<file path="src/hdl/corep.sv">
// core package for the memory dependence prediction subsystem
// widths, table types, update struct and pc slicing helpers
package corep;

    // ----------------------------------------------------------------------
    // sizes

    localparam int FETCH_LANES = 4;
    localparam int MDPT_SETS   = 512;

    localparam int ASID_WIDTH       = 9;
    localparam int PC38_WIDTH       = 38;
    localparam int FETCH_LANE_WIDTH = $clog2(FETCH_LANES);
    localparam int FETCH_IDX_WIDTH  = PC38_WIDTH - FETCH_LANE_WIDTH;
    localparam int MDPT_IDX_WIDTH   = $clog2(MDPT_SETS);
    localparam int MDP_WIDTH        = 8;

    // ----------------------------------------------------------------------
    // types

    typedef logic [ASID_WIDTH-1:0] asid_t;

    // pc with the two always-zero bits dropped
    typedef logic [PC38_WIDTH-1:0] pc38_t;

    typedef logic [FETCH_IDX_WIDTH-1:0]  fetch_idx_t;
    typedef logic [FETCH_LANE_WIDTH-1:0] fetch_lane_t;

    typedef logic [MDPT_IDX_WIDTH-1:0] mdpt_idx_t;
    typedef logic [MDP_WIDTH-1:0]      mdp_t;

    // one prediction per entry, no extra state
    typedef mdp_t mdpt_entry_t;

    // whole set, lane 0 in the low byte
    typedef mdpt_entry_t [FETCH_LANES-1:0] mdpt_set_t;

    // training update from the load/store unit
    typedef struct packed {
        pc38_t pc38;
        mdp_t  mdp;
    } mdpt_update_t;

    // ----------------------------------------------------------------------
    // pc slicing

    // fetch block index = upper pc38 bits
    function automatic fetch_idx_t fetch_idx_bits(input pc38_t pc38);
        return pc38[PC38_WIDTH-1:FETCH_LANE_WIDTH];
    endfunction

    // lane within the fetch block = low pc38 bits
    function automatic fetch_lane_t fetch_lane_bits(input pc38_t pc38);
        return pc38[FETCH_LANE_WIDTH-1:0];
    endfunction

endpackage

</file>
<file path="src/hdl/mdpt_ctrl.sv">
// table control: asid register and clear walk over every set
`timescale 1ns/10ps

module mdpt_ctrl
    import corep::*;
(
    input  logic      CLK,
    input  logic      rst,

    // asid config write
    input  logic      asid_wr_valid,
    input  asid_t     asid_wr_data,
    output asid_t     arch_asid,

    // clear steering into the table
    output logic      clear_valid,
    output mdpt_idx_t clear_index,

    // status
    output logic      clearing,
    output logic      ready
);

    typedef enum logic {
        CLEAR,
        IDLE
    } state_t;

    state_t    state;
    mdpt_idx_t set_count;

    // ----------------------------------------------------------------------
    // asid register

    // new asid visible from the write edge on
    always_ff @(posedge CLK) begin
        if (rst) begin
            arch_asid <= '0;
        end else if (asid_wr_valid) begin
            arch_asid <= asid_wr_data;
        end
    end

    // ----------------------------------------------------------------------
    // clear walk

    always_ff @(posedge CLK) begin
        if (rst) begin
            state     <= CLEAR;
            set_count <= '0;
        end else if (asid_wr_valid) begin
            // restart from set 0, also mid-walk
            state     <= CLEAR;
            set_count <= '0;
        end else begin
            case (state)
                CLEAR: begin
                    if (set_count == mdpt_idx_t'(MDPT_SETS - 1)) begin
                        state <= IDLE;
                    end
                    set_count <= set_count + 1'b1;
                end
                IDLE: begin
                    set_count <= '0;
                end
                default: begin
                    state <= CLEAR;
                end
            endcase
        end
    end

    // one set per cycle while walking
    assign clear_valid = (state == CLEAR);
    assign clear_index = set_count;

    // queue holds its entries while walking
    assign clearing    = (state == CLEAR);
    assign ready       = (state == IDLE);

endmodule

</file>
<file path="config.mk">
export PLATFORM = sky130hd
export DESIGN_NAME = mdpt_ctrl
export DESIGN_NICKNAME = d
export VERILOG_FILES = /design/src/hdl/corep.sv /design/src/hdl/mdpt_ctrl.sv
export SDC_FILE = /design/constraint.sdc
export NUM_CORES = 1
export LEC_CHECK = 0
export BUFFER_PORTS_ARGS = -buffer_cell sky130_fd_sc_hd__buf_2
export CORE_MARGIN = 5
export CORE_UTILIZATION = 45
export DETAILED_ROUTE_END_ITERATION = 10
export GPL_ROUTABILITY_DRIVEN = 1
export GPL_TIMING_DRIVEN = 0
export HOLD_SLACK_MARGIN = 0.1
export PLACE_DENSITY = 0.84
export REMOVE_ABC_BUFFERS = 1
export SKIP_LAST_GASP = 1
export SYNTH_ARGS = -nofsm -noshare
export SYNTH_HDL_FRONTEND = slang
export SYNTH_SLANG_ARGS = --single-unit
</file>
<file path="constraint.sdc">
create_clock -name CLK -period 2.6 [get_ports CLK]
set_input_delay 0.52 -clock CLK [delete_from_list [all_inputs] [get_ports CLK]]
set_output_delay 0.52 -clock CLK [all_outputs]
set_load 0.05 [all_outputs]
</file>
# --- Word level (Yosys, flattened, before mapping) ---
# Index checks and enable logic that the tools add are counted.
# Widths: inputs -> output; s select.
totals:
  regBits: 19
  inputBits: 12
  out_inout_bits: 21
  wordCells: 10
op_classes:
  n_addsub: 1
  eq_ne: 1
  n_mux: 3
  bitwise_logic: 1
  n_reduce_logical: 1
ops:
  columns: ["operator", "n"]
  rows:
  - ["$pmux 9 s2", 1]
  - ["$add 9x1->9 const B", 1]
  - ["$eq 9x9->1 const B", 1]
  - ["$mux 1", 2]
  - ["$reduce_or 2->1", 1]
  - ["$not 1->1", 1]

# --- Longest topological paths before layout ---
depth:
  word_depth: 3
  ltp_mapped: 6
  depth_no_buf: 6

# --- Worst setup path before layout ---
# No wires, ideal clock.
synth_timing:
  path_type: "reg-to-output"
  startpoint: "reg state, in the netlist ready"
  endpoint: "out clearing"
  arrival_time_ns: 1.326
  required_ns: 2.080
  slack_ns: 0.754
  path_stages_with_launch: 3
  n_path_buf: 1
  path_cell_list: "dfxtp_1 inv_1 buf_4"
synth_between:
  elab_chain_len: 1
synth_rtl:
  columns: ["item", "line", "rtl"]
  rows:
  - ["start, declared", "mdpt_ctrl.sv:29", "state_t state;"]
  - ["start signal, assigned", "mdpt_ctrl.sv:49", "state <= CLEAR;"]
  - ["start signal, assigned", "mdpt_ctrl.sv:53", "state <= CLEAR;"]
  - ["start signal, assigned", "mdpt_ctrl.sv:59", "state <= IDLE;"]
  - ["$not 1->1", null, null]
  - ["end, declared", "mdpt_ctrl.sv:20", "output logic clearing,"]
# Every way passes these cells.

# --- Final worst setup path ---
layout_timing:
  startpoint: "reg set_count[3], in the netlist clear_index[3]"
  endpoint: "out clear_index[3]"
layout_lines:
  columns: ["item", "line", "rtl"]
  rows:
  - ["start, declared", "mdpt_ctrl.sv:30", "mdpt_idx_t set_count;"]
  - ["start signal, assigned", "mdpt_ctrl.sv:61", "set_count <= set_count + 1'b1;"]
  - ["end, declared", "mdpt_ctrl.sv:17", "output mdpt_idx_t clear_index,"]
# No word-level cell between the ends.

==> flow_metrics.env <==
export IMPL_status="finished clean"
export IMPL_grt_overflow=0
export IMPL_layout_min_cycle_time_ps=1580
export IMPL_synth_compound_area_share_pct=4.15
export IMPL_yosysSeqAreaShare_pct=52.5
export IMPL_htree_levels=1
export IMPL_multi_input_area_sq_um=320
export IMPL_drt_iter0_drc=9
export IMPL_nets=121
export IMPL_firstDrtPassIters=4
export IMPL_grt_pass1_wl_mm=2.42
export IMPL_synth_largest_area_cell="dfxtp_1"
export IMPL_dpl_hpwl_mm=1.12
export IMPL_worst_path_buf_inv=1
export IMPL_crit_chain="buf_2"
export IMPL_skew_ps=7.11
export IMPL_ant_nets=0
export IMPL_crit_path_max_incr_delay_ps=460
export IMPL_routedWlPerCell_um=11.7
export IMPL_postCtsSetupRepairBufs=0
export IMPL_p_total_uw=525
export IMPL_hold_worst_slack_ps=456
export IMPL_synth_xor_area_share_pct=3.63
export IMPL_place_port_buffers=32
export IMPL_crit_family="flip-flops"
export IMPL_fin_crit_sh_pct=60.8
export IMPL_startpoint="clear_index[3]"
export IMPL_nFillCells=149
export IMPL_clock_latency_ps=290
export IMPL_crit_required_ps=2080
export IMPL_ir_drop_mv=0.348
export IMPL_rows=14
export IMPL_p_leak_nw=0.452
export IMPL_yosys_area_share_simple_pct=20.6
export IMPL_final_max_slew_violation_count=0
export IMPL_grt_usage_pct=12.2
export IMPL_hp_class="in2reg"
export IMPL_synth_top_area_share_pct=52.5
export IMPL_grt_pass1_vias=582
export IMPL_dieArea_sq_um=2510
export IMPL_r2r_start="clear_index[0]"
export IMPL_setup_tns_ps=0
export IMPL_path_clk_slew_ps=110
export IMPL_cts_root_buffer="clkbuf_4"
export IMPL_tightest_slew_ps=296
export IMPL_synth_top_family_by_area="simple AND/OR/NAND/NOR gates"
export IMPL_finalSetupViolations=0
export IMPL_mostFrequentLayoutCells="buf_2, dfxtp_1, nor2_1"
export IMPL_synthToLayoutAreaGrowth_pct=25.9
export IMPL_synth_cell_types=19
export IMPL_grt_max_degree=13
export IMPL_core_area_sq_um=1520
export IMPL_regArea_sq_um=380
export IMPL_die_h_um=50.1
export IMPL_cts_buffers_inserted=3
export IMPL_crit_path_end_kind="output port"
export IMPL_drv_cap=0
export IMPL_clock_path_buffers=2
export IMPL_avgSynthCellArea_sq_um=9.79
export IMPL_cp_data_arrival_time_ps=1060
export IMPL_layout_drive_gt1_share_pct=35.8
export IMPL_rsz0062_at_grt="no"
export IMPL_cts_resized_gates=0
export IMPL_slew_headroom_pct=80.3
export IMPL_hold_viol=0
export IMPL_hold_path_startpoint="asid_wr_data[6]"
export IMPL_syn_cell_area_sq_um=724
export IMPL_place_gp_congestion=0.734
export IMPL_synth_seq_cells=19
export IMPL_crit_slowest_cell="dfxtp_1"
export IMPL_muxShareOfSynthArea_pct=12.4
export IMPL_wl_mm=1.43
export IMPL_final_common_cell="buf_2"
export IMPL_via_per_inst=4.93
export IMPL_cp_max_fo=6
export IMPL_worstSetupPathType="reg2out"
export IMPL_synth_fa_ha_area_share_pct=3.45
export IMPL_n_antenna_cell=0
export IMPL_initial_utilization_pct=47.5
export IMPL_drc=0
export IMPL_syn_inst=74
export IMPL_antenna_found_initial=0
export IMPL_max_freq_mhz=632
export IMPL_num_vias=601
export IMPL_cts_hold_buf=0
export IMPL_yosys_top_cells_area="dfxtp_1, mux2i_1, nor2_1, ha_1, or3_1"
export IMPL_boundaryPins=33
export IMPL_ys_warnings_count=0
export IMPL_cts_tree="built"
export IMPL_critPathLaunchType="flip-flop"
export IMPL_clock_sinks=19
export IMPL_pwr_density_cell_nw_per_um2=576
export IMPL_die_w_um=50.1
Yosys cell counts:
cell	number
dfxtp_1	19
nor2_1	15
mux2i_1	9
or3_1	4
a21oi_1	3
nand3_1	3
o21ai_0	3
and2_1	2
clkbuf_1	2
ha_1	2
nand2_1	2
nor3_1	2
xor2_1	2
buf_2	1
buf_4	1
inv_1	1
nand3_2	1
nand4_2	1
xnor2_1	1
layer usage:
layer	global-route usage, %	vias up	wire [um]
li1	-	313	-
met1	15.0	260	637
met2	19.5	26	645
met3	3.92	2	130
met4	5.24	0	12
met5	0	-	0
per-stage QoR:
step	cells	instance area [sq um]	worst slack, ps	utilization (%)
2_1_floorplan	70	704	880	-
3_3_place_gp	118	885	1140	58.0
5_1_grt	122	912	933	59.9
6_report	122	912	1020	59.9
4_1_cts	122	912	1010	59.9
3_5_place_dp	118	885	1130	58.0
worst reg2reg max path, stage by stage (launching register included):
cell     delay (ps)
dfxtp_1         400
ha_1            250
nand3_1          90
nor2_1          120
ha_1            230
and2_1          130
final timing paths:
check                                      end  slack (ps)  cells past startpoint
worst max register to register  clear_index[8]        1300                      5
worst max-delay path            clear_index[3]        1020                      1
worst min-delay path              arch_asid[6]         460                      3
worst min register to register  clear_index[0]         480                      1
registers in the layout, summed over array words and instances (netlist names):
signal / cells
arch_asid: 9
clear_index: 9
ready: 1
power breakdown:
part,internal [mW],switching [mW],leakage (nW),total (mW)
Clock,0.0572,0.0877,0.0177,0.145
Sequential,0.301,0.00533,0.155,0.306
Combinational,0.0220,0.0524,0.280,0.0743
Total,0.380,0.145,0.452,0.525
layout make-up:
cell class,count,area share [%]
clock buffer,3,2.47
inverter,1,0.412
clock inverter,1,0.549
tap,16,2.19
sequential,19,41.7
timing repair buffer,32,17.6
multi-input combinational,50,35.1
cells by family after synthesis:
kind of cell | after synthesis
AO/OA/AOI/OAI | 6
XOR/XNOR | 3
adder cells (fa/ha/maj) | 2
buffers and inverters | 5
flip-flops | 19
multiplexers | 9
AND/OR/NAND/NOR | 30
(Power assumes the default switching activity.)
