==> config.mk <==
export PLATFORM = sky130hd
export DESIGN_NAME = mdpt_update_queue
export DESIGN_NICKNAME = d
export VERILOG_FILES = /design/src/hdl/corep.sv /design/src/hdl/mdpt_update_queue.sv
export SDC_FILE = /design/constraint.sdc
export NUM_CORES = 1
export LEC_CHECK = 0
export BUFFER_PORTS_ARGS = -buffer_cell sky130_fd_sc_hd__clkbuf_2
export CORE_MARGIN = 2
export CORE_UTILIZATION = 55
export DETAILED_ROUTE_END_ITERATION = 12
export PLACE_DENSITY = 0.77
export SLEW_MARGIN = 40
export SYNTH_ARGS = -nofsm -noshare
export SYNTH_HDL_FRONTEND = slang
export SYNTH_SLANG_ARGS = --single-unit
==> constraint.sdc <==
create_clock -name CLK -period 4.5 [get_ports CLK]
set_input_delay 0 -clock CLK [delete_from_list [all_inputs] [get_ports CLK]]
set_output_delay 0 -clock CLK [all_outputs]
set_load 0.02 [all_outputs]
==> src/hdl/corep.sv <==
// core package for the memory dependence prediction subsystem
// widths, table types, update struct and pc slicing helpers
package corep;

    // ----------------------------------------------------------------------
    // sizes

    localparam int FETCH_LANES = 4;
    localparam int MDPT_SETS   = 512;

    localparam int ASID_WIDTH       = 9;
    localparam int PC38_WIDTH       = 38;
    localparam int FETCH_LANE_WIDTH = $clog2(FETCH_LANES);
    localparam int FETCH_IDX_WIDTH  = PC38_WIDTH - FETCH_LANE_WIDTH;
    localparam int MDPT_IDX_WIDTH   = $clog2(MDPT_SETS);
    localparam int MDP_WIDTH        = 8;

    // ----------------------------------------------------------------------
    // types

    typedef logic [ASID_WIDTH-1:0] asid_t;

    // pc with the two always-zero bits dropped
    typedef logic [PC38_WIDTH-1:0] pc38_t;

    typedef logic [FETCH_IDX_WIDTH-1:0]  fetch_idx_t;
    typedef logic [FETCH_LANE_WIDTH-1:0] fetch_lane_t;

    typedef logic [MDPT_IDX_WIDTH-1:0] mdpt_idx_t;
    typedef logic [MDP_WIDTH-1:0]      mdp_t;

    // one prediction per entry, no extra state
    typedef mdp_t mdpt_entry_t;

    // whole set, lane 0 in the low byte
    typedef mdpt_entry_t [FETCH_LANES-1:0] mdpt_set_t;

    // training update from the load/store unit
    typedef struct packed {
        pc38_t pc38;
        mdp_t  mdp;
    } mdpt_update_t;

    // ----------------------------------------------------------------------
    // pc slicing

    // fetch block index = upper pc38 bits
    function automatic fetch_idx_t fetch_idx_bits(input pc38_t pc38);
        return pc38[PC38_WIDTH-1:FETCH_LANE_WIDTH];
    endfunction

    // lane within the fetch block = low pc38 bits
    function automatic fetch_lane_t fetch_lane_bits(input pc38_t pc38);
        return pc38[FETCH_LANE_WIDTH-1:0];
    endfunction

endpackage

==> src/hdl/mdpt_update_queue.sv <==
// credit-managed training update queue, drains one update per cycle into the table
`timescale 1ns/10ps

module mdpt_update_queue
    import corep::*;
#(
    parameter int UPDATE_CREDITS = 4
) (
    input  logic         CLK,
    input  logic         rst,

    // load/store side
    input  logic         update_valid,
    input  mdpt_update_t update,
    output logic         update_credit,

    // table side
    input  logic         clearing,
    output logic         drain_valid,
    output mdpt_update_t drain_update
);

    localparam int PTR_WIDTH   = (UPDATE_CREDITS > 1) ? $clog2(UPDATE_CREDITS) : 1;
    localparam int COUNT_WIDTH = $clog2(UPDATE_CREDITS + 1);

    typedef logic [PTR_WIDTH-1:0]   ptr_t;
    typedef logic [COUNT_WIDTH-1:0] count_t;

    // ----------------------------------------------------------------------
    // storage and pointers

    mdpt_update_t entries [UPDATE_CREDITS];
    ptr_t         wptr;
    ptr_t         rptr;
    count_t       count;

    logic         push;
    logic         pop;

    // wrap that also works for non power of two depths
    function automatic ptr_t ptr_incr(input ptr_t ptr);
        if (ptr == ptr_t'(UPDATE_CREDITS - 1)) begin
            return '0;
        end
        return ptr + 1'b1;
    endfunction

    // sender credits guarantee a free slot
    assign push = update_valid;

    // no drain while the table is being cleared
    assign pop  = (count != '0) && !clearing;

    always_ff @(posedge CLK) begin
        if (push) begin
            entries[wptr] <= update;
        end
    end

    always_ff @(posedge CLK) begin
        if (rst) begin
            wptr  <= '0;
            rptr  <= '0;
            count <= '0;
        end else begin
            if (push) begin
                wptr <= ptr_incr(wptr);
            end
            if (pop) begin
                rptr <= ptr_incr(rptr);
            end
            count <= count + count_t'(push) - count_t'(pop);
        end
    end

    // ----------------------------------------------------------------------
    // outputs

    assign drain_valid   = pop;
    assign drain_update  = entries[rptr];

    // one credit back per entry leaving
    assign update_credit = pop;

endmodule

Word-level counts from Yosys, hierarchy flattened
Memories as Yosys holds them, arrays and structs flattened. A register that Yosys moved wholly into a read port is not among the register bits.
Index checks and enable logic that the tools add are counted.
{"block": "word_totals", "ff_bits": 7, "ramBits": 184, "in_bits": 50, "out_inout_bits": 48, "wordCells": 27, "n_memories": 1}
{"memory": "entries", "words": 4, "word_bits": 46, "rd": 1, "rd_ports_with_merged_regs": 1, "wr": 1, "line_no": "mdpt_update_queue.sv:32", "text": "mdpt_update_t entries [UPDATE_CREDITS];"}
{"block": "classes", "add_sub_neg": 4, "n_eq_ne": 2, "n_mux": 14, "reduce_logical": 3}
{"cell": "2-bit two-way mux", "n": 6}
{"cell": "1-bit two-way mux", "n": 8}
{"cell": "2-bit by 1-bit adder with 2-bit output, second input constant", "n": 2}
{"cell": "2-bit == test, second input constant", "n": 2}
{"cell": "3-bit by 1-bit adder with 3-bit output", "n": 1}
{"cell": "3-bit nonzero test", "n": 1}
{"cell": "3-bit by 1-bit subtractor with 3-bit output", "n": 1}
{"cell": "1-bit logical AND", "n": 1}
{"cell": "1-bit logical NOT", "n": 1}

Depth between registers and ports, before layout
Gate-level depths: netlist of the first run.
{"block": "logic_depth", "ltp_word": 7, "depth_mapped": 9, "mapped_depth_nobuf": 9}

Worst setup path after synthesis of the first run
No wires, ideal clock.
{"block": "synth_timing", "path_kind": "reg2reg", "from": "reg wptr[0]", "to": "mem entries[3][0] (netlist name) (enable)", "setup_ns": 0.408, "arrival_time_ns": 1.653, "slack_ns": 2.439, "stages_incl_launch_ff": 3, "path_buffers": 0, "period_less_slack_ns": 2.061, "cell_sequence": "dfxtp_1 -> ha_1 -> and2_1"}
{"element": "start: declaration", "line_no": "mdpt_update_queue.sv:33", "text": "ptr_t wptr;"}
{"element": "start signal: assignment", "line_no": "mdpt_update_queue.sv:67", "text": "wptr <= ptr_incr(wptr);"}
{"element": "end: declaration", "line_no": "mdpt_update_queue.sv:32"}
Straight into the memory's write port.

==> results of run 1 <==
==> layer usage <==
metal / track usage / vias up
met5: 0 / -
met4: 0.0745 / 0
met3: 0.0550 / 13
met2: 0.303 / 93
met1: 0.260 / 1742
li1: - / 1534
==> registers in the layout (all words and copies together), names as in the netlist, named ones only <==
name and count:
rptr 2, wptr 2, entries 184, count 3
==> cell families after synthesis <==
family | synth area share
AND/OR/NAND/NOR | 0.0133
adder cells (fa/ha/maj) | 0.0133
flip-flops | 0.796
AO/OA/AOI/OAI | 0.00314
XOR/XNOR | 0.00122
multiplexers | 0.153
buffers and inverters | 0.0194
==> Yosys cell counts, types with 2 or more instances <==
library cell	number	area, sq um
inv_1	3	11.3
mux4_2	40	901
nor2_1	6	22.5
a21oi_1	2	10.0
mux2i_1	4	40.0
buf_2	4	20.0
buf_12	4	80.1
nand2b_1	2	12.5
edfxtp_1	184	5530
nor3_1	3	15.0
and2_1	5	31.3
dfxtp_1	9	180
ha_1	6	75.1
mux4_1	6	158
==> repair_timing <==
| item | 4_1_cts | 5_1_grt |
|---|---|---|
| hold buffers | 50 | 0 |
| endpoints found under the setup margin | 0 | 0 |
| hold endpoints to repair | 193 | 0 |
==> final cells by class <==
| type | count | area share |
|---|---|---|
| diodes | 1 | 0.000282 |
| clock buffers | 18 | 0.0484 |
| clock inverters | 12 | 0.0154 |
| inverters | 3 | 0.00127 |
| multi-input cells | 80 | 0.149 |
| flip-flops and latches | 193 | 0.644 |
| well taps | 172 | 0.0243 |
| repair buffers | 153 | 0.118 |
==> worst max-delay path, stage by stage, from the launching register on <==
cell	delay [ns]
dfxtp_4	0.61
buf_12	0.29
mux4_1	0.64
clkbuf_2	0.18
==> worst min-delay path by stage <==
stage	start	to	slack, ns	cells past startpoint
2_1_floorplan	update[0]	entries[0][0]	0.1	0
3_3_place_gp	update[3]	entries[1][3]	0.21	1
3_5_place_dp	update[19]	entries[0][19]	0.22	1
4_1_cts	update[28]	entries[3][28]	0.32	2
5_1_grt	update[28]	entries[3][28]	0.34	2
6_report	update[19]	entries[0][19]	0.33	2
==> power breakdown <==
part           internal [mW]  switching [mW]  leakage [nW]
combinational          0.370           0.445          1.05
clock                  0.815           0.616         0.259
sequential              2.07          0.0603          1.77
total                   3.25            1.12          3.08
==> per-stage QoR <==
stage               setup WS [ns]  power, mW  cells  hold WS, ns  utilization
floorplan                    2.44       2.75    288       0.0989            -
global placement             2.59       2.92    550        0.215        0.614
detailed placement           2.47       2.95    551        0.221        0.616
CTS                          2.28       4.41    631        0.315        0.700
global route                 2.21       4.53    632        0.341        0.700
finish                       2.34       4.38    632        0.327        0.700
==> metrics, run 1 <==
status=finished, final reports clean; design area=0.00887 sq mm; area delta synth->final=23.9%; syn_area_per_cell=24.9 sq um; Root Driver=clkbuf_16; IO Pins=98; worst-margin pin slew=0.696 ns; flip-flop and latch area=0.00571 sq mm; MaxCap Viol Count=0; final layout net count=505; crit path DAT=2.16 ns; highest routed layer=met4; wl on met1=5370 um; die height=118 um; Tot GR Track Use=0.193; Slew Viols, Final=0; DR WL met2=6420 um; starting density of the core=0.565; Final Skew=0.00604 ns; DRT Wirelength=12700 um; commonest non-fill, non-tap cell in the layout=edfxtp_1; die width=118 um; YS warnings=0; die area=0.0140 sq mm; final setup vio count=0; critical path type=register to primary output; Post-Synthesis Cells=288; # H-tree levels=4; # resized after CTS=0; ys async rst share=0; worst skew pair latency=0.43 ns; main flop type after synthesis=edfxtp_1; CP Capture Type=primary output; cell leakage power=3.08 nW; CTS max path bufs=2; PwrDens=493 mW/mm^2; Cell variety after synth=24; DR iter-0 viols=307; layout cells sized above 1=0.386; Critical Path End=drain_update[1]; core area=0.0127 sq mm; Reg2Reg Launch Point=count[1]; clk slew on worst S/H paths=0.06 ns; Final min period=2.16 ns; r2r endpoint=count[2]; post-route ant nets=0; post-synthesis sequential area ratio=0.796; Peak VDD IR=301 uV; Worst R2R Setup Slack=2.47 ns; Avg WL per Cell=20.0 um; FF+latch count, synth=193; GR Overflow Total=0; Multi-input gate area=0.00133 sq mm; Mapped Area=0.00716 sq mm; highest clock rate=0.463 GHz; # DRC=0; Critical Path Fanout Max=27; maximum number of pins on one net before global-route repair=47; HPWL after DPL=6920 um; crit share post-route=0.480; placer congestion estimate=0.708; reg2reg path depth=9; first-pass GRT wire length=20000 um; EDFF count, synth=184; CTS Buf Count=17; number of buffers added on ports=97; # rows=41; Fin Setup TNS=0 ns; CTS tree=built; Hold Vio Cnt, Final=0; Hold Crit Class=input port to register; number of global-route vias before repair=3600; clock sink count=193; CP startpoint kind=register; most frequent cells in the layout=184 x edfxtp_1, 97 x clkbuf_2, 50 x dlygate4sd3_1; initial antenna violation count=1; RSZ-0062 raised after global routing=false; max_slew headroom=0.536; setup repair bufs after CTS=0; Net Count, Synth=345; met3 wire len=635 um; Vias/cell=5.35; Placed Area=0.00780 sq mm; required time worst endpoint=4.50 ns; total iterations of the first detailed-routing run=4; fill count=783; vias=3382
Power figures use the tool's default switching activity.
==> inputs of run 2 (changes only) <==
==> constraint.sdc (replaced) <==
create_clock -name CLK -period 2.06 [get_ports CLK]
set_input_delay 0 -clock CLK [delete_from_list [all_inputs] [get_ports CLK]]
set_output_delay 0 -clock CLK [all_outputs]
set_load 0.02 [all_outputs]
==> metrics, run 2 (synthesis gave the netlist of run 1 again) <==
wl on met1=5130 um (was 5370 um); highest clock rate=0.531 GHz; status=finished, final reports clean (unchanged); # H-tree levels=4 (unchanged); DRT Wirelength=12400 um (was 12700 um); die height=118 um (unchanged); post-route ant nets=0 (unchanged); final layout net count=511 (was 505); Tot Pwr=9.66 mW (was 4.38 mW); area delta synth->final=25.5% (was 23.9%); PwrDens=1080 mW/mm^2 (was 493 mW/mm^2); max_slew headroom=0.549 (was 0.536); die width=118 um (unchanged); total iterations of the first detailed-routing run=5 (was 4); placer congestion estimate=0.682 (was 0.708); Avg WL per Cell=19.4 um (was 20.0 um); max reg flops=184 (unchanged); CTS max path bufs=2 (unchanged); final setup vio count=0 (unchanged); Largest Register=entries (unchanged); worst skew pair latency=0.42 ns (was 0.43 ns); initial antenna violation count=0 (was 1); # DRC=0 (unchanged); IO Pins=98 (unchanged); met3 wire len=700 um (was 635 um); Slew Viols, Final=0 (unchanged); Final min period=1.88 ns; Final Skew=0.00659 ns (was 0.00604 ns); critical path's top delay family=multiplexers (unchanged); fill count=794 (was 783); most frequent cells in the layout=184 x edfxtp_1, 97 x clkbuf_2, 50 x dlygate4sd3_1 (unchanged); clock sink count=193 (unchanged); CTS Buf Count=17 (unchanged); first-pass GRT wire length=19500 um (was 20000 um); number of global-route vias before repair=3652 (was 3600); cell leakage power=3.14 nW (was 3.08 nW); highest routed layer=met4 (unchanged); CP peak stage delay=0.53 ns (was 0.64 ns); starting density of the core=0.565 (unchanged); clk slew on worst S/H paths=0.06 ns (about the same); CP Capture Type=primary output (unchanged); vias=3455 (was 3382); crit path cell chain=buf_4 > mux4_2 > clkbuf_2 (was buf_12 > mux4_1 > clkbuf_2); Antenna Diode Count=0 (was 1); required time worst endpoint=2.06 ns (was 4.50 ns); Multi-input gate area=0.00134 sq mm (was 0.00133 sq mm); Core Util, Final=0.709 (was 0.700); biggest regs=entries: 184 flops, count: 3 flops (unchanged); DR iter-0 viols=307 (unchanged); Hold Crit Class=input port to register (unchanged); Fin Setup TNS=0 ns (unchanged); crit path DAT=1.88 ns (was 2.16 ns); Tot GR Track Use=0.190 (was 0.193); number of buffers added on ports=97 (unchanged); core area=0.0127 sq mm (unchanged); CP bufs+invs=2 (unchanged); flip-flop and latch area=0.00571 sq mm (about the same); CTS tree=built (unchanged); Peak VDD IR=728 uV (was 301 uV); die area=0.0140 sq mm (unchanged); GR Overflow Total=0 (unchanged); RSZ-0062 raised after global routing=false (unchanged); DR WL met2=6360 um (was 6420 um); critical path type=register to primary output (unchanged); # rows=41 (unchanged); worst-margin pin slew=0.676 ns (was 0.696 ns); HPWL after DPL=7010 um (was 6920 um); crit share post-route=0.913; commonest non-fill, non-tap cell in the layout=edfxtp_1 (unchanged); maximum number of pins on one net before global-route repair=47 (unchanged); setup repair bufs after CTS=0 (unchanged); Root Driver=clkbuf_16 (unchanged); Critical Path Fanout Max=11 (was 27); CP startpoint kind=register (unchanged); Vias/cell=5.41 (was 5.35); Hold Vio Cnt, Final=0 (unchanged); slowest CP cell=mux4_2 (was mux4_1); MaxCap Viol Count=0 (unchanged); layout cells sized above 1=0.396 (was 0.386)
## run 2: worst register-to-register path, cell delays in order, from the launching register on
cell,delay (ns)
dfxtp_1,0.38
nor3_2,0.08
nor3_2,0.17
a21o_1,0.12
ha_1,0.14
inv_1,0.05
fa_1,0.37
xor2_1,0.16
and2_1,0.16
nor3_1,0.11
## run 2: repair_timing
action                     4_1_cts  5_1_grt
hold endpoints to repair       193        0
hold buffers                    50        0
gates resized for setup          0        3
setup endpoints to repair        0        2
## run 2: final timing paths
path	from	end	slack, ns	cells past startpoint
hold reg to reg	rptr[1]	register	0.51	2
setup / recovery	register	drain_update[7]	0.18	3
setup reg to reg	count[0]	count[2]	0.24	9
hold / removal	update[33]	entries[1][33]	0.33	2
## run 2: routing by layer
metal,GRT usage,vias to the layer above
met2,0.306,113
met3,0.0550,13
li1,-,1551
met5,0,-
met4,0.0663,0
met1,0.251,1778
## run 2: layout make-up
type                    instances  share of cell area
well taps                     172              0.0239
repair buffers                159               0.127
flip-flops and latches        193               0.635
multi-input cells              80               0.149
clock buffers                  19              0.0482
clock inverters                13              0.0160
inverters                       3             0.00125
## run 2: power by group
part           leakage (nW)  switching [mW]  internal [mW]
clock                 0.275            1.30           1.88
sequential             1.77           0.108           4.52
combinational          1.10           0.997          0.851
## run 2: through the flow
step                setup slack, ns  instance area [sq um]  std cells  hold WS (ns)
detailed placement           0.0616                   7900        557         0.219
global placement              0.191                   7900        557         0.212
floorplan                   0.00751                   7170        288        0.0989
CTS                          0.0493                   8980        639         0.310
finish                        0.178                   8990        639         0.331
global route                 0.0556                   8990        639         0.327
==> inputs of run 3 (changes only) <==
--- a/config.mk
+++ b/config.mk
@@ -6,10 +6,10 @@
 export NUM_CORES = 1
 export LEC_CHECK = 0
 export BUFFER_PORTS_ARGS = -buffer_cell sky130_fd_sc_hd__clkbuf_2
+export CORE_ASPECT_RATIO = 0.9
 export CORE_MARGIN = 2
-export CORE_UTILIZATION = 55
+export CORE_UTILIZATION = 35
 export DETAILED_ROUTE_END_ITERATION = 12
-export PLACE_DENSITY = 0.77
 export SLEW_MARGIN = 40
 export SYNTH_ARGS = -nofsm -noshare
 export SYNTH_HDL_FRONTEND = slang
==> metrics, run 3 (synthesis gave the netlist of run 1 again) <==
critical path type=register to register (was register to primary output); # H-tree levels=4 (unchanged); CTS max path bufs=2 (unchanged); Hold Vio Cnt, Final=0 (unchanged); highest routed layer=met4 (unchanged); # rows=49 (was 41); design area=0.00907 sq mm (was 0.00899 sq mm); critical path's top delay family=simple AND/OR/NAND/NOR gates (was multiplexers); highest clock rate=0.514 GHz (was 0.531 GHz); slowest CP cell=dfxtp_1 (was mux4_2); Reg2Reg Launch Point=count[1] (was count[0]); maximum number of pins on one net before global-route repair=47 (unchanged); wl on met1=5710 um (was 5130 um); CTS tree=built (unchanged); GR Overflow Total=0 (unchanged); Largest Register=entries (unchanged); # DRC=0 (unchanged); Fin Setup TNS=0 ns (unchanged); fill count=1740 (was 794); IO Pins=98 (unchanged); CP Launch Point=count[1]; crit path cell chain=nor3_2 > nor3_2 > a21o_1 > ha_1 > inv_1 > fa_1 > xor2_1 > and2_1 > nor3_1 (was buf_4 > mux4_2 > clkbuf_2); Tot GR Track Use=0.126 (was 0.190); Slew Viols, Final=0 (unchanged); post-route ant nets=0 (unchanged); crit share post-route=0.944 (was 0.913); sw frac=0.251 (was 0.249); Vias/cell=4.72 (was 5.41); die width=155 um (was 118 um); starting density of the core=0.357 (was 0.565); status=finished, final reports clean (unchanged); clk slew on worst S/H paths=0.06 ns (about the same); commonest non-fill, non-tap cell in the layout=edfxtp_1 (unchanged); Hold Slack=0.333 ns (was 0.331 ns); Net Switching=2.42 mW (was 2.41 mW); DR WL met2=6320 um (was 6360 um); setup repair bufs after CTS=0 (unchanged); number of global-route vias before repair=3725 (was 3652); die height=140 um (was 118 um); first-pass GRT wire length=20100 um (was 19500 um); Hold Crit Class=input port to register (unchanged); final cell count without fillers=720 (was 639); Peak VDD IR=745 uV (was 728 uV); DRT Wirelength=12700 um (was 12400 um); Most common cell on crit path=nor3_2; Root Driver=clkbuf_16 (unchanged); Comb pwr share=0.193 (was 0.191); DR iter-0 viols=158 (was 307); number of buffers added on ports=97 (unchanged); CP startpoint kind=register (unchanged); final layout net count=510 (was 511); max reg flops=184 (unchanged); Hold Crit Start=update[24] (was update[33]); clock sink count=193 (unchanged); worst-margin pin slew=0.488 ns (was 0.676 ns); HPWL after DPL=7720 um (was 7010 um); Placed Area=0.00798 sq mm (was 0.00790 sq mm); Final Skew=0.00927 ns (was 0.00659 ns); CP peak stage delay=0.43 ns (was 0.53 ns); CTS Buf Count=17 (unchanged); biggest regs=entries: 184 flops, count: 3 flops (unchanged); initial antenna violation count=1 (was 0); crit path DAT=2.29 ns (was 1.88 ns); Critical Path Fanout Max=4 (was 11); Tot Pwr=9.66 mW (about the same); total iterations of the first detailed-routing run=6 (was 5); Cells after DPL=639 (was 557); layout cells sized above 1=0.390 (was 0.396); die area=0.0216 sq mm (was 0.0140 sq mm); Final min period=1.94 ns (was 1.88 ns); clock share of power=0.331 (was 0.330); flip-flop and latch area=0.00571 sq mm (about the same); worst skew pair latency=0.42 ns (about the same); core area=0.0200 sq mm (was 0.0127 sq mm); min setup slack post-route=0.116 ns (was 0.178 ns); met3 wire len=576 um (was 700 um); max_slew headroom=0.674 (was 0.549); vias=3399 (was 3455); required time worst endpoint=2.40 ns (was 2.06 ns); MaxCap Viol Count=0 (unchanged); PwrDens=1060 mW/mm^2 (was 1080 mW/mm^2); CP Capture Type=register (was primary output); CP bufs+invs=1 (was 2); Multi-input gate area=0.00134 sq mm (unchanged); cell leakage power=3.13 nW (was 3.14 nW); Setup WS pre-CTS=-0.0236 ns (was 0.0616 ns); placer congestion estimate=0.686 (was 0.682); area delta synth->final=26.6% (was 25.5%); Core Util, Final=0.453 (was 0.709); Avg WL per Cell=17.7 um (was 19.4 um); final setup vio count=0 (unchanged); Seq pwr share=0.476 (was 0.479); most frequent cells in the layout=184 x edfxtp_1, 97 x clkbuf_2, 50 x dlygate4sd3_1 (unchanged); cell internal pwr=7.24 mW (was 7.26 mW)
-- run 3: cell types whose count changed in the layout (fill, tap and decap cells not counted), sizes merged --
cell	delta
buf	-1
clkbuf	-1
clkinv	-1
clkinvlp	-1
diode	+1
inv	+1
-- run 3: area by class of cell --
type / instances / share of cell area
Inverter: 3 / 0.00124
Timing Repair Buffer: 158 / 0.124
Tap cell: 255 / 0.0352
Sequential cell: 193 / 0.629
Clock buffer: 18 / 0.0473
Clock inverter: 12 / 0.0157
Multi-Input combinational cell: 80 / 0.147
Antenna cell: 1 / 0.000276
-- run 3: power by group through the flow --
stage	Sequential [mW]	Combinational, mW	Clock (mW)
4_1_cts	4.59	1.92	3.30
5_1_grt	4.61	2.03	3.44
3_3_place_gp	4.66	1.80	0
3_5_place_dp	4.68	1.82	0
2_1_floorplan	4.65	1.34	0
6_report	4.60	1.87	3.20
-- run 3: repair_timing --
action,4_1_cts,5_1_grt
gates resized for setup,1,2
endpoints found under the setup margin,1,2
hold buffers,50,0
endpoints found under the hold margin,193,0
-- run 3: worst paths after layout --
kind               endpoint  slack, ns  cells after the start
min          entries[3][24]       0.33                      2
max reg2reg        count[2]       0.12                      9
max                count[2]       0.12                      9
min reg2reg        register       0.50                      2
-- run 3: layer usage --
layer / vias up / track usage
met4: 0 / 0.0370
li1: 1545 / -
met3: 10 / 0.0436
met5: - / 0
met2: 80 / 0.207
met1: 1764 / 0.158
